[src/isa_pkg.sv]
`default_nettype none

package isa_pkg;

   localparam int NUM_REGS   = 16;
   localparam int REG_ADDR_W = 4;

   // Opcodes 0xC to 0xE are unused and decode as no-ops
   typedef enum logic [3:0] {
      OP_ADD = 4'h0,
      OP_SUB = 4'h1,
      OP_AND = 4'h2,
      OP_NOR = 4'h3,
      OP_SLL = 4'h4,
      OP_SRL = 4'h5,
      OP_SRA = 4'h6,
      OP_LW  = 4'h7,
      OP_SW  = 4'h8,
      OP_LHB = 4'h9,
      OP_LLB = 4'hA,
      OP_B   = 4'hB,
      OP_HLT = 4'hF
   } opcode_e;

   typedef enum logic [2:0] {
      COND_NE  = 3'd0,
      COND_EQ  = 3'd1,
      COND_GT  = 3'd2,
      COND_LT  = 3'd3,
      COND_GE  = 3'd4,
      COND_LE  = 3'd5,
      COND_OVF = 3'd6,
      COND_UNC = 3'd7
   } cond_e;

   ////////////////////
   // Instruction layouts
   ////////////////////
   typedef struct packed {
      opcode_e                 op;
      logic [REG_ADDR_W-1:0]   rd;
      logic [REG_ADDR_W-1:0]   rs;
      logic [REG_ADDR_W-1:0]   rt;
   } r_form_t;

   typedef struct packed {
      opcode_e                 op;
      logic [REG_ADDR_W-1:0]   rd;
      logic [REG_ADDR_W-1:0]   rs;
      logic [3:0]              imm4;
   } i_form_t;

   typedef struct packed {
      opcode_e                 op;
      logic [REG_ADDR_W-1:0]   rd;
      logic [7:0]              imm8;
   } l_form_t;

   typedef struct packed {
      opcode_e                 op;
      cond_e                   cond;
      logic [8:0]              off9;
   } b_form_t;

   typedef union packed {
      r_form_t r;
      i_form_t i;
      l_form_t l;
      b_form_t b;
   } instr_t;

   typedef struct packed {
      logic n;
      logic z;
      logic v;
   } flags_t;

endpackage

`default_nettype wire

[src/pipe_pkg.sv]
`default_nettype none

package pipe_pkg;

   // Both memories are word addressed, upper address bits are dropped
   localparam int IMEM_WORDS  = 256;
   localparam int DMEM_WORDS  = 256;
   localparam int IMEM_ADDR_W = $clog2(IMEM_WORDS);
   localparam int DMEM_ADDR_W = $clog2(DMEM_WORDS);

   typedef struct packed {
      logic             valid;
      logic [15:0]      pc;
      isa_pkg::instr_t  instr;
   } fetch_t;

   typedef struct packed {
      logic                             valid;
      isa_pkg::opcode_e                 op;
      isa_pkg::cond_e                   cond;
      logic [isa_pkg::REG_ADDR_W-1:0]   rd;
      logic [15:0]                      pc;
      logic [15:0]                      a;
      logic [15:0]                      b;
      logic [15:0]                      imm;
      logic                             writes_reg;
      logic                             mem_read;
      logic                             mem_write;
      logic                             halt;
   } decoded_t;

   typedef struct packed {
      logic                             valid;
      logic [isa_pkg::REG_ADDR_W-1:0]   rd;
      logic [15:0]                      alu_value;
      logic [15:0]                      addr;
      logic [15:0]                      store_data;
      logic                             writes_reg;
      logic                             mem_read;
      logic                             mem_write;
      logic                             halt;
   } exec_t;

   // A result that decode may pick up instead of the register file
   typedef struct packed {
      logic                             valid;
      logic [isa_pkg::REG_ADDR_W-1:0]   rd;
      logic [15:0]                      value;
   } fwd_t;

   typedef struct packed {
      logic         we;
      logic [15:0]  addr;
      logic [15:0]  data;
   } imem_load_t;

   typedef logic [isa_pkg::NUM_REGS-1:0][15:0] regs_t;

endpackage

`default_nettype wire

[src/result_unit.sv]
`timescale 1ns/100ps
`default_nettype none

module result_unit (
   input  logic            clk,
   input  logic            rst_n,
   input  pipe_pkg::exec_t exec,
   output pipe_pkg::fwd_t  wb,
   output logic            halted
);

   import pipe_pkg::*;

   logic [15:0] dmem [DMEM_WORDS];
   logic [15:0] rdata;

   ////////////////////
   // Data memory
   ////////////////////
   assign rdata = dmem[exec.addr[DMEM_ADDR_W-1:0]];

   always_ff @(posedge clk) begin
      if (exec.valid && exec.mem_write) begin
         dmem[exec.addr[DMEM_ADDR_W-1:0]] <= exec.store_data;
      end
   end

   // Writeback also feeds forwarding in decode
   assign wb.valid = exec.valid && exec.writes_reg;
   assign wb.rd    = exec.rd;
   assign wb.value = exec.mem_read ? rdata : exec.alu_value;

   // Sticky until the next reset
   always_ff @(posedge clk or negedge rst_n) begin
      if (!rst_n) begin
         halted <= 1'b0;
      end else if (exec.valid && exec.halt) begin
         halted <= 1'b1;
      end
   end

endmodule

`default_nettype wire

[config.mk]
export PLATFORM = sky130hd
export DESIGN_NAME = result_unit
export DESIGN_NICKNAME = d
export VERILOG_FILES = /design/src/isa_pkg.sv /design/src/pipe_pkg.sv /design/src/result_unit.sv
export SDC_FILE = /design/constraint.sdc
export NUM_CORES = 2
export LEC_CHECK = 0
export BUFFER_PORTS_ARGS = -buffer_cell sky130_fd_sc_hd__buf_2
export CORE_UTILIZATION = 60
export CTS_CLUSTER_SIZE = 28
export DETAILED_ROUTE_END_ITERATION = 8
export PLACE_DENSITY = 0.76
export SKIP_CTS_REPAIR_TIMING = 1
export SYNTH_ARGS = -nofsm -noshare
export SYNTH_HDL_FRONTEND = slang
export SYNTH_SLANG_ARGS = --single-unit
[constraint.sdc]
create_clock -name clk -period 9.4 [get_ports clk]
set_clock_uncertainty 0.05 [all_clocks]
set_input_delay 1.41 -clock clk [delete_from_list [all_inputs] [get_ports clk]]
set_output_delay 1.41 -clock clk [all_outputs]
set_load 0.01 [all_outputs]
* Word level (Yosys, flattened, before mapping)
Memory sizes are Yosys's and may differ from the RTL's. Cells that the tools add are included. Widths: inputs -> output; s select.
Word-level totals: word-level logic and storage cells 8, input bits 59, ROM bits 0, latch bits 0, output and inout port bits 22, memories kept 1, RAM bits 4096, register bits after elaboration 1
Cells by class: shift operators 0, divide/modulo/power cells 0, reduce and logical (&&, ||, !) cells 3, order comparisons 0, muxes and demuxes 3, bitwise logic cells 0, equal/unequal tests 0, multipliers 0, $add $sub $neg 0
Memories:
- dmem | words 256, width 16, read ports 1, clocked after memory_dff 0, wr ports 1, line result_unit.sv:14 | logic [15:0] dmem [DMEM_WORDS];
Operators by type and width (number):
- $mux 16 | 1
- $logic_and 1x1->1 | 3
- $mux 1 | 2

* Logic depth before layout (Yosys ltp)
depth in word-level cells 3, depth in mapped cells 14, depth with buffers taken out 7

* Worst setup path before layout
OpenSTA, ideal clock, no wires.
path kind in2out, from input port exec[20] (netlist name), to output port wb[15] (netlist name), data required time 7940 ps, stages 11, data arrival time 3746 ps, setup slack 4194 ps, buffers on the path 5, cells stage by stage buf_6 > buf_6 > buf_4 > buf_4 > buf_2 > mux4_2 > mux2_2 > a21oi_1 > o21ai_0 > nor4_1 > o21ai_0
RTL lines:
- start: declaration | line result_unit.sv:7 | input pipe_pkg::exec_t exec,
- end: declaration | line result_unit.sv:8 | output pipe_pkg::fwd_t wb,

==> metrics.csv <==
metric,value,unit
slew_violations,40,
num_rows,187,
yosysWarnings,0,
vias,80300,
grt_max_degree,170,
synthFlopType,edfxtp_1,
post-route-util,67.8,%
cap_violations,0,
whs,120,ps
die_w,514,um
fp.dieH,514,um
fmax,128,MHz
cp.required,7940,ps
syn_to_final_growth,12.1,%
pre_cts_ws,1980,ps
r2r_slack,8720,ps
synth_seq_cells,4097,
crit_buf_inv,4,
fin_cells,11400,
setup_tns,0,ps
yosysTopAreaCell,edfxtp_1,
hold_violations,0,
viasPerCell,7.03,
irDropWorstVdd,0.213,mV
p_total,38.0,mW
final_area,177000,um^2
die_area,265000,um^2
worst_slack,1570,ps
place_area,164000,um^2
critPathTopFamily,compound AO/OA/AOI/OAI gates,
synth_compound_area_share,2.55,%
cp.arrival,6370,ps
slowest_delay,1100,ps
slew_headroom,-2.22,%
r2r_start,halted$_DFFE_PN0P_,
synthTopCellsByArea,"edfxtp_1 (78%), mux4_2 (13%), mux2i_1 (2.6%), nor2_1 (0.80%), o22ai_1 (0.64%)",
grt.overflow.total,0,
tightest_slew,1530,ps
synthAdderAreaFrac,0,%
dp_hpwl,243,mm
synth-simple-area-share,1.89,%
leakagePower,55.9,nW
final_nets,7658,
place_congestion,0.966,
min_period,7830,ps
violations,max-slew violations,
netlist-cell-type-count,67,
path_depth,11,
post_drt_wl_per_cell,37.0,um
synth-edff-count,4096,
critPathKind,input port to output port,
synth_top_area_share,78.1,%
synth_area,158000,um^2
first_iter_violations,12700,
grt_usage,32.2,%
synthArstFlopShare,0.0244,%
synthCells,7130,
grt_pass1_wl,592,mm
drive_above_1_share,25.5,%
cp_common_cell,buf_4,
rsz0062_at_grt,no,
synth_top_family_by_area,multiplexers,
drt-pass1-iter-count,6,
antenna_left,0,
end_kind,output port,
yosysSeqAreaShare,78.1,%
p_per_area,215,nW/um^2
cpMaxStageDelayCell,o311ai_0,
antenna_found_initial,20,
rr_worst_depth,1,
outcome,"complete, but fails checks",
synth_fp_nets,7189,
h-tree-depth,5,
hold_class,input port to asynchronous set/reset pin,
fillers,15200,
period_share,83.3,%
avgSynthCellArea,22.1,um^2
cp_cell_sequence,buf_4 -> buf_4 -> or2_2 -> nor2_1 -> nand2_1 -> o21ai_0 -> o311ai_0 -> buf_4 -> a31oi_1 -> a21o_1 -> buf_2,
grt_pass1_vias,79700,
routed_wl,423,mm
cts_tree,done,
coreArea,260000,um^2
muxShareOfSynthArea,16.0,%
synth_xor_area_share,0,%
drc_errors,0,
cp_max_fo,24,
clkSinkCount,4097,
insertion_delay,1010,ps
ioPinCount,81,
setup_viol,0,
ctsLongestPathBuffers,4,
portBuffers,64,
cts_buffers,405,
start_util,60.5,%
clk_pin_slew,60,ps
clockRootBuffer,clkbuf_16,
r2r-end,halted$_DFFE_PN0P_,
dp_cells,10700,
startpoint_type,input port,
cell usage in the layout (no fill, tap or decap), types with 19 or more instances in the layout:
cell type  count
clkbuf_16    412
a31oi_1       21
buf_4        394
clkbuf_1      73
clkinv_2      61
mux2_2        29
nand3_1       25
buf_12        19
clkinv_1      96
buf_2         43
nor2b_1       24
nand2_1      151
o22ai_1      162
nor4_1        23
a32oi_1       22
nor2_1       301
mux2i_1      405
diode_2       22
o21ai_0       67
nor3_1        41
o211ai_1      19
mux4_2       913
bufinv_16     50
a22oi_1       93
a21oi_1       65
nor2_2        33
o221ai_1      21
edfxtp_1    4096
a221oi_1      31
cells by family after synthesis:
group | Yosys count
buffers and inverters | 419
DFF | 4097
AOI/OAI and AO/OA | 586
and+or+nand+nor | 671
muxes | 1357
report_power, final:
part / switching [mW] / internal, mW / total (mW) / leakage [nW]
registers: 0.00568 / 20.1 / 20.1 / 36.8
logic: 1.24 / 0.590 / 1.83 / 12.7
clock network: 6.71 / 9.35 / 16.1 / 6.33
cells in the mapped netlist, types with 15 or more instances:
master,number
a22oi_1,93
mux2i_1,405
o22a_1,15
o21ai_0,67
buf_6,33
o22ai_1,162
buf_4,78
nor4_1,29
edfxtp_1,4096
nand2_1,151
a21oi_1,65
mux2_2,29
nand3_1,25
nor2b_1,27
o211ai_1,19
clkbuf_1,144
nor3_1,41
buf_2,124
a221oi_1,31
a31oi_1,21
o221ai_1,21
mux4_2,913
nor2_1,335
a32oi_1,22
buf_1,31
a211oi_1,17
worst max-delay path by stage:
stage	startpoint	to	slack [ps]
global placement	exec[22]	wb[5]	1920
CTS	exec[22]	wb[5]	1930
finish	exec[22]	wb[5]	1570
global route	exec[22]	wb[5]	1930
detailed placement	exec[22]	wb[5]	1980
floorplan	exec[20]	wb[15]	4190
layout make-up:
cell class	count	area, um^2	share of cell area (%)
sequential	4097	123000	69.7
inverter	7	30.0	0.0170
tap	3496	4370	2.48
timing repair buffer	474	3800	2.15
clock buffer	485	10600	5.99
antenna	22	55.1	0.0312
clock inverter	227	2380	1.35
multi-input combinational	2614	32400	18.3
flip-flops by register name, indices dropped and copies added, names as in the netlist:
name / cells
dmem: 4096
halted: 1
metal layers:
| metal | global-route usage [%] | vias to the layer above | share of wire (%) |
|---|---|---|---|
| li1 | - | 31100 | - |
| met1 | 42.7 | 41500 | 34 |
| met2 | 48.3 | 6555 | 46 |
| met3 | 10.2 | 1143 | 14 |
| met4 | 16.6 | 15 | 6.0 |
| met5 | 0.219 | - | 0.059 |
Power figures use the tool's default switching activity.
