`src/isa_pkg.sv`:
```
`default_nettype none

package isa_pkg;

   localparam int NUM_REGS   = 16;
   localparam int REG_ADDR_W = 4;

   // Opcodes 0xC to 0xE are unused and decode as no-ops
   typedef enum logic [3:0] {
      OP_ADD = 4'h0,
      OP_SUB = 4'h1,
      OP_AND = 4'h2,
      OP_NOR = 4'h3,
      OP_SLL = 4'h4,
      OP_SRL = 4'h5,
      OP_SRA = 4'h6,
      OP_LW  = 4'h7,
      OP_SW  = 4'h8,
      OP_LHB = 4'h9,
      OP_LLB = 4'hA,
      OP_B   = 4'hB,
      OP_HLT = 4'hF
   } opcode_e;

   typedef enum logic [2:0] {
      COND_NE  = 3'd0,
      COND_EQ  = 3'd1,
      COND_GT  = 3'd2,
      COND_LT  = 3'd3,
      COND_GE  = 3'd4,
      COND_LE  = 3'd5,
      COND_OVF = 3'd6,
      COND_UNC = 3'd7
   } cond_e;

   ////////////////////
   // Instruction layouts
   ////////////////////
   typedef struct packed {
      opcode_e                 op;
      logic [REG_ADDR_W-1:0]   rd;
      logic [REG_ADDR_W-1:0]   rs;
      logic [REG_ADDR_W-1:0]   rt;
   } r_form_t;

   typedef struct packed {
      opcode_e                 op;
      logic [REG_ADDR_W-1:0]   rd;
      logic [REG_ADDR_W-1:0]   rs;
      logic [3:0]              imm4;
   } i_form_t;

   typedef struct packed {
      opcode_e                 op;
      logic [REG_ADDR_W-1:0]   rd;
      logic [7:0]              imm8;
   } l_form_t;

   typedef struct packed {
      opcode_e                 op;
      cond_e                   cond;
      logic [8:0]              off9;
   } b_form_t;

   typedef union packed {
      r_form_t r;
      i_form_t i;
      l_form_t l;
      b_form_t b;
   } instr_t;

   typedef struct packed {
      logic n;
      logic z;
      logic v;
   } flags_t;

endpackage

`default_nettype wire

```
`src/pipe_pkg.sv`:
```
`default_nettype none

package pipe_pkg;

   // Both memories are word addressed, upper address bits are dropped
   localparam int IMEM_WORDS  = 256;
   localparam int DMEM_WORDS  = 256;
   localparam int IMEM_ADDR_W = $clog2(IMEM_WORDS);
   localparam int DMEM_ADDR_W = $clog2(DMEM_WORDS);

   typedef struct packed {
      logic             valid;
      logic [15:0]      pc;
      isa_pkg::instr_t  instr;
   } fetch_t;

   typedef struct packed {
      logic                             valid;
      isa_pkg::opcode_e                 op;
      isa_pkg::cond_e                   cond;
      logic [isa_pkg::REG_ADDR_W-1:0]   rd;
      logic [15:0]                      pc;
      logic [15:0]                      a;
      logic [15:0]                      b;
      logic [15:0]                      imm;
      logic                             writes_reg;
      logic                             mem_read;
      logic                             mem_write;
      logic                             halt;
   } decoded_t;

   typedef struct packed {
      logic                             valid;
      logic [isa_pkg::REG_ADDR_W-1:0]   rd;
      logic [15:0]                      alu_value;
      logic [15:0]                      addr;
      logic [15:0]                      store_data;
      logic                             writes_reg;
      logic                             mem_read;
      logic                             mem_write;
      logic                             halt;
   } exec_t;

   // A result that decode may pick up instead of the register file
   typedef struct packed {
      logic                             valid;
      logic [isa_pkg::REG_ADDR_W-1:0]   rd;
      logic [15:0]                      value;
   } fwd_t;

   typedef struct packed {
      logic         we;
      logic [15:0]  addr;
      logic [15:0]  data;
   } imem_load_t;

   typedef logic [isa_pkg::NUM_REGS-1:0][15:0] regs_t;

endpackage

`default_nettype wire

```
`src/fetch_unit.sv`:
```
`timescale 1ns/100ps
`default_nettype none

module fetch_unit (
   input  logic                 clk,
   input  logic                 rst_n,
   input  logic                 run,
   input  pipe_pkg::imem_load_t imem_load,
   input  logic                 stall,
   input  logic                 redirect,
   input  logic [15:0]          target,
   input  logic                 halted,
   output pipe_pkg::fetch_t     fetch,
   output logic [15:0]          pc
);

   import pipe_pkg::*;

   logic [15:0] imem [IMEM_WORDS];
   logic        advance;

   // Fetch moves on only while running and not held by decode
   assign advance = run && !halted && !stall;

   ////////////////////
   // Instruction memory
   ////////////////////
   // Written through the load port only while the core is idle
   always_ff @(posedge clk) begin
      if (imem_load.we && !run) begin
         imem[imem_load.addr[IMEM_ADDR_W-1:0]] <= imem_load.data;
      end
   end

   ////////////////////
   // PC and fetch/decode register
   ////////////////////
   always_ff @(posedge clk or negedge rst_n) begin
      if (!rst_n) begin
         pc    <= '0;
         fetch <= '0;
      end else if (redirect) begin
         // Taken branch kills the word fetched behind it
         pc          <= target;
         fetch.valid <= 1'b0;
      end else if (advance) begin
         pc          <= pc + 16'd1;
         fetch.valid <= 1'b1;
         fetch.pc    <= pc;
         fetch.instr <= imem[pc[IMEM_ADDR_W-1:0]];
      end else if (!stall) begin
         fetch.valid <= 1'b0;
      end
   end

endmodule

`default_nettype wire

```
`config.mk`:
```
export PLATFORM = sky130hd
export DESIGN_NAME = fetch_unit
export DESIGN_NICKNAME = d
export VERILOG_FILES = /design/src/isa_pkg.sv /design/src/pipe_pkg.sv /design/src/fetch_unit.sv
export SDC_FILE = /design/constraint.sdc
export NUM_CORES = 2
export LEC_CHECK = 0
export BUFFER_PORTS_ARGS = -buffer_cell sky130_fd_sc_hd__buf_2
export CAP_MARGIN = 20
export CORE_MARGIN = 1.5
export CORE_UTILIZATION = 57
export CTS_CLUSTER_DIAMETER = 40
export DETAILED_ROUTE_END_ITERATION = 10
export GPL_TIMING_DRIVEN = 1
export PLACE_DENSITY = 0.76
export SLEW_MARGIN = 5
export SYNTH_ARGS = -nofsm -noshare
export SYNTH_HDL_FRONTEND = slang
export SYNTH_SLANG_ARGS = --single-unit
```
`constraint.sdc`:
```
create_clock -name clk -period 2.5 [get_ports clk]
set_input_delay 0.125 -clock clk [delete_from_list [all_inputs] [get_ports clk]]
set_output_delay 0.125 -clock clk [all_outputs]
set_load 0.02 [all_outputs]
```
## After elaboration in Yosys (flattened, before gate mapping)

Memory sizes are Yosys's and may differ from the RTL's. A register that Yosys moved wholly into a read port is not among the register bits.
Index checks and enable logic that the tools add are counted.

- Output and inout bits: 49
- Memories kept: 1
- Flip-flop bits (word level): 33
- Input port bits: 55
- Logic and storage cells: 23
- Memory bits (writable): 4096

Memories:

| name | depth | width | read ports | clocked after Yosys merged registers in | write ports | line | RTL |
|---|---|---|---|---|---|---|---|
| imem | 256 | 16 | 1 | 1 | 1 | fetch_unit.sv:19 | `logic [15:0] imem [IMEM_WORDS];` |

- $add $sub $neg: 1
- Reductions and logical operators: 9
- Eq/ne operators: 1
- Bitwise gates (word level): 1
- Mux-type cells: 7

Operators with widths:

| kind | number |
|---|---|
| $mux 16 | 2 |
| $add 16x1->16 const B | 1 |
| $mux 1 | 5 |
| $logic_not 1->1 | 4 |
| $logic_and 1x1->1 | 3 |
| $ne 3x1->1 const B | 1 |
| $reduce_and 2->1 | 1 |
| $reduce_bool 2->1 | 1 |
| $not 1->1 | 1 |

## Longest topological paths before layout

- Depth after elaboration: 5
- Gate-level depth with buffers: 14
- Depth with buffers taken out: 7

## Worst setup path before layout

OpenSTA, ideal clock, no wires.

- Path type: flip-flop to flip-flop
- Start point: reg pc[1]
- End point: reg, netlist name fetch[10]
- Stages on the path, launching flop included: 9
- Required time: 2.368 ns
- Arrival: 2.733 ns
- Clock period less this slack: 2.864 ns
- Setup slack: -0.364 ns
- Setup time: 0.132 ns
- Cells stage by stage: dfrtp_1 buf_2 clkbuf_1 mux4_2 mux4_2 o22a_1 or4_1 o311ai_1 o21ai_1

RTL lines:

| element | line | RTL |
|---|---|---|
| start, declared | fetch_unit.sv:14 | `output logic [15:0] pc` |
| start signal, assigned | fetch_unit.sv:44 | `pc <= target;` |
| start signal, assigned | fetch_unit.sv:47 | `pc <= pc + 16'd1;` |

==> impl_results.md <==
- Run status: finished with violations
- Failing checks: setup timing
- Crit path max fanout: 8
- Worst reg-to-reg setup slack: -860 ps
- Netlist Area Pre-Place: 160000 sq um
- Commonest non-fill, non-tap cells in the layout: sky130_fd_sc_hd__edfxtp_1 (4096), sky130_fd_sc_hd__mux4_2 (936), sky130_fd_sc_hd__buf_4 (922), sky130_fd_sc_hd__clkbuf_16 (468), sky130_fd_sc_hd__mux2i_1 (386)
- Buffers on Ports: 95
- Path type of the worst setup path: reg2reg
- Setup slack at placement: -1340 ps
- Die Y: 533 um
- Detail-routed via count per cell: 6.96
- Worst hold path type: in2reg
- Maximum clock rate: 298 MHz
- Worst-case hold path end point: imem[164][1]$_DFFE_PP_
- Actual slew at the worst max-slew pin: 1030 ps
- CTS tree: yes
- Max Slew Vio Count: 0
- Simple logic cell fraction of the synthesized area: 1.99%
- Final instance area: 195000 sq um
- Fraction of layout instances using a drive strength above 1: 36.2%
- Final setup TNS: -12990 ps
- Number of stages on the worst hold path: 5
- Finish-stage setup viols: 22
- Setup Skew: 87.2 ps
- Cell type of the slowest stage on the worst timing path: sky130_fd_sc_hd__mux4_2
- Via count of the first global-routing pass: 90600
- RSZ-0062 raised after global routing: true
- Synthesized netlist net count: 7404
- Core area: 279000 sq um
- R2R Path Start: pc[0]$_DFFE_PN0P_
- Post-Synth Adder-Cell Area: 0.00783%
- Placed cell count: 11900
- Number of standard cells in the layout, taps in and fillers out: 13000
- Number of warnings issued by yosys: 0
- Clock-pin slew reported for the worst setup and hold paths after clock tree synthesis: 70 ps
- Chip width: 533 um
- Number of detailed-route iterations in the first pass: 9
- Standard-cell rows: 194
- Type of element capturing the critical path: register
- Multiplexer share of the synthesized area: 15.7%
- Final weighted congestion in routability-driven placement: 0.966
- Worst Hold Slack: 83.2 ps
- Clock insertion delay at the later pin of the skew report: 1030 ps
- Post-detailed-placement half-perimeter wirelength: 292000 um
- Worst slew margin: 31.5%
- Number of violations of the max-capacitance limit: 0
- Sort of element at the start of the critical path: register
- Gate family responsible for the most delay along the worst path: multiplexers
- Number of enable flip-flop cells after synthesis: 4096
- Worst Reg-to-Reg Cells: 9
- Routed Antenna Nets: 0
- Part of the cycle the worst path needs: 134%
- Share of async-settable or async-resettable flops after synthesis: 1.18%
- R2r endpoint: fetch[7]$_DFFE_PN0P_
- Area fraction in compound gates after synthesis: 2.82%
- Sum of buffers and inverters on the critical path: 4
- Combinational family with the most area after synthesis: multiplexers
- Clock Root Buffer: sky130_fd_sc_hd__clkbuf_16
- Post-detailed-route wirelength per cell: 38.6 um
- Area growth from synthesis to final layout: 21.9%
- Data required, critical path: 3370 ps
- Post-route setup slack: -856 ps
- Sequential cell area fraction in the yosys report: 77.7%
- Overflow left after global routing: 0
- Data arrival time of the critical path: 4230 ps
- Gate Count Post-Synth: 7348
- DR iter-0 viols: 15900
- Overall power: 165 mW
- Clock period minus final worst setup slack: 3360 ps
- Most common flop cell mapped by yosys: sky130_fd_sc_hd__edfxtp_1
- Number of buffers on the longest clock path: 4
- Startpoint of the tightest hold check path: imem_load[17]
- Pin count of the biggest net entering global routing: 104
- Final layout net count: 8886
- Most common library cell in the layout ignoring fill and taps: sky130_fd_sc_hd__edfxtp_1
- Seq cells post-synth: 4145
- VDD IR-drop max: 0.000850 V
- DRC violation count after routing: 0
- Antenna violations before repair: 34
- Final-layout fill cell count: 15300
- Clock sink count: 4145
- Fin. Hold Viols: 0
- Placed cell areas: 175000 sq um
- Power Density: 846 nW/um^2
- Via count: 90400
- GRT Util Overall: 34.8%
- Die footprint: 284000 sq um
- Final cell utilization of the core: 69.8%
- Parity-gate share of the synthesized area counting xor and xnor cells: 0.0822%
- First-pass GRT wire length: 689000 um
- Total number of H-tree levels: 5
- Leakage power: 64.1 nW
- Starting density of the core: 57.3%
- Maximum cell stage delay along the critical path: 550 ps
- Number of buffers created by CTS: 459
- Crit-path cells: buf_12 -> buf_16 -> buf_16 -> mux4_2 -> mux4_2 -> o22a_4 -> o311ai_4 -> buf_4 -> nand4_1
- Syn_area_per_cell: 21.8 sq um
- Distinct cells, synth: 72
- Routed Wire Length: 501000 um
- Number of I/O pins: 104
routing by layer:
layer / vias to the layer above / wire length (um) / GRT usage [%] / part of all wire, %
met5: - / 189 / 0 / 0.038
met4: 28 / 36100 / 21.4 / 7.2
met3: 1772 / 76000 / 11.3 / 15
met2: 8582 / 230000 / 52.7 / 46
met1: 46000 / 158000 / 44.0 / 32
li1: 34000 / - / - / -
worst max path at each step:
stage | startpoint | to | slack [ps] | cells after the start
after floorplan | pc[0]$_DFFE_PN0P_ | fetch[8]$_DFFE_PN0P_ | -170 | 8
after CTS | pc[0]$_DFFE_PN0P_ | fetch[10]$_DFFE_PN0P_ | -770 | 10
after global placement | pc[0]$_DFFE_PN0P_ | fetch[10]$_DFFE_PN0P_ | -1590 | 9
after global routing | pc[1]$_DFFE_PN0P_ | fetch[10]$_DFFE_PN0P_ | -830 | 10
final | pc[0]$_DFFE_PN0P_ | fetch[7]$_DFFE_PN0P_ | -860 | 9
after detailed placement | pc[0]$_DFFE_PN0P_ | fetch[15]$_DFFE_PN0P_ | -1340 | 9
report_power, final:
part	leakage (nW)	total, mW	switching (mW)	internal, mW
clock	7.61	70.2	29.7	40.4
combinational	19.1	17.9	10.3	7.57
sequential	37.4	76.9	0.395	76.6
kinds of logic (layout without fill, tap and decap cells):
kind of cell / count (synthesis) / count (layout)
simple gates: 742 / 742
fa+ha+maj: 1 / 1
other cells: 0 / 29
flops: 4145 / 4145
buf+inv: 441 / 2321
compound gates: 659 / 659
mux: 1345 / 1345
xor+xnor: 15 / 15
synthesized netlist by cell type (all sizes together), types with 4 or more instances:
cell type,n,area (sq um)
o211ai,16,120
nor4,5,31.3
inv,5,18.8
mux4,936,21100
o21ai,106,531
xor2,6,52.6
o2111ai,10,87.6
clkbuf,154,578
or3,4,25.0
a41oi,6,52.6
nand2,207,777
nand3,75,375
nand2b,10,62.6
o311ai,4,35.0
o31ai,6,45.0
nand3b,5,41.3
nor2,340,1280
mux2i,405,4050
a221oi,68,602
and3,4,25.0
a32oi,5,43.8
nand4,20,125
xnor2,9,78.8
o22ai,55,344
o22a,13,114
nor2b,27,169
edfxtp,4096,123000
a22oi,139,1040
mux2,4,45.0
nor3,18,90.1
dfrtp,49,1230
a2111oi,5,50.0
a21oi,120,601
a211oi,23,173
a311oi,5,43.8
or4,4,30.0
and2,12,75.1
buf,282,2050
a31oi,25,156
a221o,4,40.0
a22o,14,123
o221ai,13,114
layout make-up:
| cell class | instances | area [sq um] | share of cell area, % |
|---|---|---|---|
| flip-flops and latches | 4145 | 124000 | 63.7 |
| multi-input cells | 2762 | 34400 | 17.7 |
| repair buffers | 1457 | 15700 | 8.04 |
| clock buffers | 516 | 11700 | 6.02 |
| well taps | 3724 | 4660 | 2.39 |
| clock inverters | 343 | 4110 | 2.11 |
| diodes | 29 | 72.6 | 0.0372 |
| inverters | 5 | 31.3 | 0.0160 |
sequential cells by signal (all words and copies together), names as in the netlist:
register / flops
pc: 16
fetch: 33
imem: 4096
repair_timing:
action,4_1_cts,5_1_grt
resized for setup,213,155
hold endpoints to repair,2769,0
endpoints found under the setup margin,26,27
hold buffers,62,0
pin swaps,34,47
buffers inserted,58,66
gates cloned,13,8
worst register-to-register path: cells and delay by family, from the launching register on:
| kind | cells | cell delay (ps) |
|---|---|---|
| mux | 2 | 1060 |
| compound gates | 2 | 880 |
| buf+inv | 4 | 680 |
| flops | 1 | 540 |
| simple gates | 1 | 80 |
No activity file was read; power rests on OpenSTA's default activity.
