### src/isa_pkg.sv
`default_nettype none

package isa_pkg;

   localparam int NUM_REGS   = 16;
   localparam int REG_ADDR_W = 4;

   // Opcodes 0xC to 0xE are unused and decode as no-ops
   typedef enum logic [3:0] {
      OP_ADD = 4'h0,
      OP_SUB = 4'h1,
      OP_AND = 4'h2,
      OP_NOR = 4'h3,
      OP_SLL = 4'h4,
      OP_SRL = 4'h5,
      OP_SRA = 4'h6,
      OP_LW  = 4'h7,
      OP_SW  = 4'h8,
      OP_LHB = 4'h9,
      OP_LLB = 4'hA,
      OP_B   = 4'hB,
      OP_HLT = 4'hF
   } opcode_e;

   typedef enum logic [2:0] {
      COND_NE  = 3'd0,
      COND_EQ  = 3'd1,
      COND_GT  = 3'd2,
      COND_LT  = 3'd3,
      COND_GE  = 3'd4,
      COND_LE  = 3'd5,
      COND_OVF = 3'd6,
      COND_UNC = 3'd7
   } cond_e;

   ////////////////////
   // Instruction layouts
   ////////////////////
   typedef struct packed {
      opcode_e                 op;
      logic [REG_ADDR_W-1:0]   rd;
      logic [REG_ADDR_W-1:0]   rs;
      logic [REG_ADDR_W-1:0]   rt;
   } r_form_t;

   typedef struct packed {
      opcode_e                 op;
      logic [REG_ADDR_W-1:0]   rd;
      logic [REG_ADDR_W-1:0]   rs;
      logic [3:0]              imm4;
   } i_form_t;

   typedef struct packed {
      opcode_e                 op;
      logic [REG_ADDR_W-1:0]   rd;
      logic [7:0]              imm8;
   } l_form_t;

   typedef struct packed {
      opcode_e                 op;
      cond_e                   cond;
      logic [8:0]              off9;
   } b_form_t;

   typedef union packed {
      r_form_t r;
      i_form_t i;
      l_form_t l;
      b_form_t b;
   } instr_t;

   typedef struct packed {
      logic n;
      logic z;
      logic v;
   } flags_t;

endpackage

`default_nettype wire

### src/pipe_pkg.sv
`default_nettype none

package pipe_pkg;

   // Both memories are word addressed, upper address bits are dropped
   localparam int IMEM_WORDS  = 256;
   localparam int DMEM_WORDS  = 256;
   localparam int IMEM_ADDR_W = $clog2(IMEM_WORDS);
   localparam int DMEM_ADDR_W = $clog2(DMEM_WORDS);

   typedef struct packed {
      logic             valid;
      logic [15:0]      pc;
      isa_pkg::instr_t  instr;
   } fetch_t;

   typedef struct packed {
      logic                             valid;
      isa_pkg::opcode_e                 op;
      isa_pkg::cond_e                   cond;
      logic [isa_pkg::REG_ADDR_W-1:0]   rd;
      logic [15:0]                      pc;
      logic [15:0]                      a;
      logic [15:0]                      b;
      logic [15:0]                      imm;
      logic                             writes_reg;
      logic                             mem_read;
      logic                             mem_write;
      logic                             halt;
   } decoded_t;

   typedef struct packed {
      logic                             valid;
      logic [isa_pkg::REG_ADDR_W-1:0]   rd;
      logic [15:0]                      alu_value;
      logic [15:0]                      addr;
      logic [15:0]                      store_data;
      logic                             writes_reg;
      logic                             mem_read;
      logic                             mem_write;
      logic                             halt;
   } exec_t;

   // A result that decode may pick up instead of the register file
   typedef struct packed {
      logic                             valid;
      logic [isa_pkg::REG_ADDR_W-1:0]   rd;
      logic [15:0]                      value;
   } fwd_t;

   typedef struct packed {
      logic         we;
      logic [15:0]  addr;
      logic [15:0]  data;
   } imem_load_t;

   typedef logic [isa_pkg::NUM_REGS-1:0][15:0] regs_t;

endpackage

`default_nettype wire

### src/decode_unit.sv
`timescale 1ns/100ps
`default_nettype none

module decode_unit (
   input  logic                             clk,
   input  logic                             rst_n,
   input  pipe_pkg::fetch_t                 fetch,
   input  logic                             flush,
   output logic [isa_pkg::REG_ADDR_W-1:0]   rs_addr,
   output logic [isa_pkg::REG_ADDR_W-1:0]   rt_addr,
   input  logic [15:0]                      rs_data,
   input  logic [15:0]                      rt_data,
   input  pipe_pkg::fwd_t                   ex_fwd,
   input  pipe_pkg::fwd_t                   wb,
   input  logic                             ex_is_load,
   input  logic [isa_pkg::REG_ADDR_W-1:0]   ex_load_rd,
   output logic                             stall,
   output pipe_pkg::decoded_t               decoded
);

   import isa_pkg::*;
   import pipe_pkg::*;

   instr_t      instr;
   opcode_e     op;
   logic        uses_rs;
   logic        uses_rt;
   logic        rt_from_rd;
   logic        writes_reg;
   logic        mem_read;
   logic        mem_write;
   logic        halt;
   logic [15:0] imm;
   decoded_t    dec_next;

   // Youngest producer wins, register file last
   function automatic logic [15:0] pick_operand(input logic [REG_ADDR_W-1:0] addr,
                                                input logic [15:0] rf_value,
                                                input fwd_t ex_src,
                                                input fwd_t wb_src);
      if (ex_src.valid && ex_src.rd == addr) begin
         return ex_src.value;
      end else if (wb_src.valid && wb_src.rd == addr) begin
         return wb_src.value;
      end
      return rf_value;
   endfunction

   assign instr = fetch.instr;
   assign op    = instr.r.op;

   ////////////////////
   // Field decode
   ////////////////////
   always_comb begin
      uses_rs    = 1'b0;
      uses_rt    = 1'b0;
      rt_from_rd = 1'b0;
      writes_reg = 1'b0;
      mem_read   = 1'b0;
      mem_write  = 1'b0;
      halt       = 1'b0;
      imm        = '0;
      case (op)
         OP_ADD, OP_SUB, OP_AND, OP_NOR: begin
            uses_rs    = 1'b1;
            uses_rt    = 1'b1;
            writes_reg = 1'b1;
         end
         OP_SLL, OP_SRL, OP_SRA: begin
            uses_rs    = 1'b1;
            writes_reg = 1'b1;
            imm        = {12'h000, instr.i.imm4};
         end
         OP_LW: begin
            uses_rs    = 1'b1;
            writes_reg = 1'b1;
            mem_read   = 1'b1;
            imm        = {{12{instr.i.imm4[3]}}, instr.i.imm4};
         end
         OP_SW: begin
            // rd names the register being stored
            uses_rs    = 1'b1;
            uses_rt    = 1'b1;
            rt_from_rd = 1'b1;
            mem_write  = 1'b1;
            imm        = {{12{instr.i.imm4[3]}}, instr.i.imm4};
         end
         OP_LHB: begin
            uses_rt    = 1'b1;
            rt_from_rd = 1'b1;
            writes_reg = 1'b1;
            imm        = {8'h00, instr.l.imm8};
         end
         OP_LLB: begin
            writes_reg = 1'b1;
            imm        = {{8{instr.l.imm8[7]}}, instr.l.imm8};
         end
         OP_B: begin
            imm = {{7{instr.b.off9[8]}}, instr.b.off9};
         end
         OP_HLT: begin
            halt = 1'b1;
         end
         default: begin
         end
      endcase
   end

   assign rs_addr = instr.r.rs;
   assign rt_addr = rt_from_rd ? instr.r.rd : instr.r.rt;

   // Load result is not ready until it reaches result
   assign stall = fetch.valid && ex_is_load &&
                  ((uses_rs && rs_addr == ex_load_rd) || (uses_rt && rt_addr == ex_load_rd));

   always_comb begin
      dec_next.valid      = fetch.valid && !stall && !flush;
      dec_next.op         = op;
      dec_next.cond       = instr.b.cond;
      dec_next.rd         = instr.r.rd;
      dec_next.pc         = fetch.pc;
      dec_next.a          = pick_operand(rs_addr, rs_data, ex_fwd, wb);
      dec_next.b          = pick_operand(rt_addr, rt_data, ex_fwd, wb);
      dec_next.imm        = imm;
      dec_next.writes_reg = writes_reg;
      dec_next.mem_read   = mem_read;
      dec_next.mem_write  = mem_write;
      dec_next.halt       = halt;
   end

   always_ff @(posedge clk or negedge rst_n) begin
      if (!rst_n) begin
         decoded <= '0;
      end else begin
         decoded <= dec_next;
      end
   end

endmodule

`default_nettype wire

### config.mk
export PLATFORM = sky130hd
export DESIGN_NAME = decode_unit
export DESIGN_NICKNAME = d
export VERILOG_FILES = /design/src/isa_pkg.sv /design/src/pipe_pkg.sv /design/src/decode_unit.sv
export SDC_FILE = /design/constraint.sdc
export NUM_CORES = 1
export LEC_CHECK = 0
export ABC_CLOCK_PERIOD_IN_PS = 4900
export BUFFER_PORTS_ARGS = -buffer_cell sky130_fd_sc_hd__clkbuf_2
export CAP_MARGIN = 20
export CORE_MARGIN = 2
export CORE_UTILIZATION = 40
export DETAILED_ROUTE_END_ITERATION = 10
export GPL_TIMING_DRIVEN = 0
export PLACE_DENSITY_LB_ADDON = 0.15
export RECOVER_POWER = 25
export SYNTH_ARGS = -nofsm -noshare
export SYNTH_HDL_FRONTEND = slang
export SYNTH_SLANG_ARGS = --single-unit
### constraint.sdc
create_clock -name clk -period 4.9 [get_ports clk]
set_input_delay 0.735 -clock clk [delete_from_list [all_inputs] [get_ports clk]]
set_output_delay 0.735 -clock clk [all_outputs]
set_load 0.02 [all_outputs]
Yosys cells after proc, flatten, opt, wreduce, memory -nomap -nowiden
Index checks and enable logic that the tools add are counted.
- bits in registers: 80
- bits of input ports: 115
- output and inout bits: 89
- logic and storage cells: 69
- equality and inequality tests: 18
- multiplexer cells: 19
- reduce and logical (&&, ||, !) cells: 20
- operators by type and width (cell ; count):
    16-bit 2-to-1 mux ; 6
    16-bit one-hot mux with 5 select lines ; 1
    4-bit == test ; 6
    4-bit == test, second input constant ; 5
    4-bit by 3-bit == test with 1-bit output, second input constant ; 4
    1-bit 2-to-1 mux ; 11
    1-bit logical AND ; 10
    10-bit OR reduction ; 1
    9-bit OR reduction ; 1
    4-bit by 2-bit == test with 1-bit output, second input constant ; 2
    6-bit OR reduction ; 1
    4-bit by 1-bit == test with 1-bit output, second input constant ; 1
    4-bit logical NOT ; 1
    4-bit 2-to-1 mux ; 1
    2-bit OR reduction ; 2
    3-bit OR reduction ; 1
    1-bit logical NOT ; 2
    1-bit logical OR ; 1

Depth between registers and ports, before layout
- depth in word-level cells: 11
- mapped depth: 10
- mapped depth without buffers: 8

Worst setup path before layout
No wires, ideal clock.
- path kind: input-to-output
- start: input fetch[14] (netlist name)
- end: output stall
- data arrival time: 2348 ps
- data required time: 4165 ps
- path slack: 1817 ps
- stages: 9
- buffers on the path: 1
- path through: inv_1 -> ha_1 -> nor2b_4 -> buf_6 -> mux2i_4 -> xnor2_1 -> nor4_1 -> o21ai_1 -> nor2_1
- word-level cells in the longest chain between the ends: 8
- elaborated cells on any way between the ends: 22
- those cells by class: eq/ne: 10; mux: 4; reduce/logical: 8
- RTL lines (item ; RTL line ; source):
    from (decl) ; decode_unit.sv:7 ; input pipe_pkg::fetch_t fetch,
    4-bit == test ; decode_unit.sv:64 ; case (op)
    2-bit OR reduction (no source line) ; - ;
    1-bit 2-to-1 mux ; decode_unit.sv:64 ;
    4-bit 2-to-1 mux ; decode_unit.sv:111 ; assign rt_addr = rt_from_rd ? instr.r.rd : instr.r.rt;
    4-bit == test ; decode_unit.sv:115 ; ((uses_rs && rs_addr == ex_load_rd) || (uses_rt && rt_addr == ex_load_rd));
    1-bit logical AND ; decode_unit.sv:115 ;
    1-bit logical OR (*) ; decode_unit.sv:115 ;
    1-bit logical AND (*) ; decode_unit.sv:114 ; assign stall = fetch.valid && ex_is_load &&
    to (decl) ; decode_unit.sv:17 ; output logic stall,
Mark *: on every way between the ends. The rest lies on a longest branch, timed or not.

Worst setup path in the final report
Ends and elaborated chain as after synthesis.

==> metrics <==
outcome=completed; mean area per synthesized cell=11.5 um2; TritonCTS Buffers=9; PD cells=303 mW/mm2; DRC viols=0; max reg flops=70; cell family with the largest share of critical-path delay=buffers and inverters; Worst Tran Pin Value=0.721 ns; Setup crit start kind=primary input; CP Class=primary input to primary output; Slew Viols, Final=0; hpwl dp=7.02 mm; adder-cell share of the synthesized area=1.55%; router iterations before antenna repair=4; Via-to-Cell Ratio=4.69; Clock Tree Buf Depth=2; Reg area=0.00175 mm2; root buf cell=clkbuf_8; gr usage total=20.9%; Crit. Startpoint=fetch[14]; input/output buffers=203; Synth area leaders=dfrtp_1 (54%), mux2i_1 (11%), xor2_1 (3.8%); CP required=4.16 ns; CP peak stage delay=0.43 ns; max capacitance violation total=0; die width=93.8 um; crit path DAT=2.74 ns; Max Fanout on Critical Path=8; grt total ovfl=0; fillers=714; count of state elements after synthesis=70; crit path buf inv count=4; largest net degree at the start of global routing=66; main combinational cell family by area after synthesis=multiplexers; Seq/Total Area, Yosys=54.3%; share of Yosys cell area claimed by the top area cell type=54.3%; vias=2822; slowest CP cell=mux2i_1; setup TNS=0 ns; multiplexer share of the synthesized area=13.0%; FP Rows=32; Cells after Synth=280; Worst Hold Class=primary input to asynchronous set/reset pin; final setup vio count=0; n_diodes=0; Crit. End Element=primary output; Synth-to-Final Area Change=42.3%; drt total wl=9.16 mm; IO Pins=204; TritonCTS clock tree=done; first-pass GRT wire length=14.0 mm; RSZ-0062 raised after global routing=false; Final min period=3.48 ns; simple-gate area share of the yosys netlist=10.8%; area of the multi-input gates=0.00129 mm2; most used cells in the layout excluding fill and tap cells=clkbuf_2 (194), dfrtp_1 (70), mux2i_1 (35); post-layout power=1.39 mW; xor and xnor area share after synthesis=6.25%; Critical Path Sink=stall; Initial Utilization=41.5%; Final period util=71.0%; core area=0.00777 mm2; number of global-route vias before repair=2867; CP Cell Sequence=clkbuf_1 -> inv_1 -> ha_1 -> nor2b_4 -> buf_6 -> mux2i_1 -> xnor2_1 -> nor4_1 -> o21ai_1 -> nor2_1 -> clkbuf_2; Layout Nets=614; Static Leakage=2.43 nW; DR iter-0 viols=68; share of cells above drive strength 1=47.2%; Syn Nets=399; commonest non-fill, non-tap cell in the layout=clkbuf_2; CTS resizes=0; die height=93.8 um; Largest Register=decoded; Layout Utilization=59.1%; Top Registers=decoded: 70 flops; hold buffers post-CTS=0; YS warnings=0; initial antenna violation count=0; Worst-path clk slew=0.08 ns; drt wl/cell=15.2 um; DRT antenna net count=0; full die area=0.00879 mm2; Distinct cells, synth=36; post-CTS setup buffers=0; gpl congestion=0.889; final hold vios=0; Worst IR Drop VDD=0.000157 V; synthesized area=0.00322 mm2; relative slew slack=51.5%; CTS Sinks=70; post-synthesis compound-gate area fraction=8.38%; area leader, netlist=dfrtp_1; highest clock rate=288 MHz; WP depth=11; H-tree Lvls=3
-- layer usage --
layer	up-vias	share of wire (%)	global-route usage, %
li1	1366	-	-
met1	1293	41	25.4
met2	145	48	34.2
met3	18	8.4	5.94
met4	0	2.5	9.78
met5	-	0	0
-- worst min path at each step --
stage | end | slack (ns)
2_1_floorplan | decoded[0] | 0.44
3_3_place_gp | decoded[63] | 0.84
3_5_place_dp | decoded[63] | 0.58
4_1_cts | decoded[63] | 0.20
5_1_grt | decoded[60] | 0.28
6_report | decoded[60] | 0.28
-- power by group --
part           internal (mW)  switching, mW  total [mW]  leakage [nW]
registers              0.615         0.0117       0.627         0.841
clock network          0.241          0.241       0.483        0.0968
logic                  0.115          0.167       0.282          1.49
total                  0.971          0.421        1.39          2.43
-- stage by stage --
stage	cells	area [um2]	hold WS, ns	setup slack [ns]
CTS	602	4600	0.196	1.42
global route	602	4590	0.281	1.16
floorplan	280	3220	0.439	1.82
finish	602	4590	0.284	1.42
global placement	585	4370	0.843	1.42
detailed placement	586	4400	0.583	1.44
-- cells by family (layout without fill, tap and decap cells) --
| group | Yosys count | after routing |
|---|---|---|
| multiplexers | 39 | 39 |
| AO/OA/AOI/OAI | 48 | 48 |
| XOR/XNOR | 23 | 23 |
| flip-flops | 70 | 70 |
| adder cells (fa/ha/maj) | 4 | 4 |
| AND/OR/NAND/NOR | 66 | 66 |
| buffers and inverters | 30 | 250 |
-- synth_stat cells --
library cell and number:
nor2_1 20, mux2_2 2, o21ai_1 11, and4b_1 1, dfrtp_1 70, clkbuf_1 6
inv_1 6, buf_4 15, a211oi_1 1, o21a_1 2, a31oi_1 2, nor3b_1 2
xnor2_1 9, and3_1 2, nand2b_1 5, nand3_1 1, o21ai_0 7, mux2i_4 2
a21oi_1 18, buf_2 1, nor4_4 1, nand4_4 1, o311ai_0 1, xor2_1 14
nor4_1 2, buf_6 2, nand4_1 1, nand2_1 23, mux2i_1 35, ha_1 4
or2b_1 1, a21boi_0 5, a211o_1 1, and2_1 4, nor2b_4 1, nor3_1 1
-- final cells by class --
class / instances / share of cell area (%)
buffer: 24 / 3.55
inverter: 6 / 0.491
timing repair buffer: 204 / 22.5
clock inverter: 7 / 1.75
multi-input combinational: 180 / 28.1
tap: 102 / 2.78
sequential: 70 / 38.2
clock buffer: 9 / 2.70
Power figures use the tool's default switching activity.
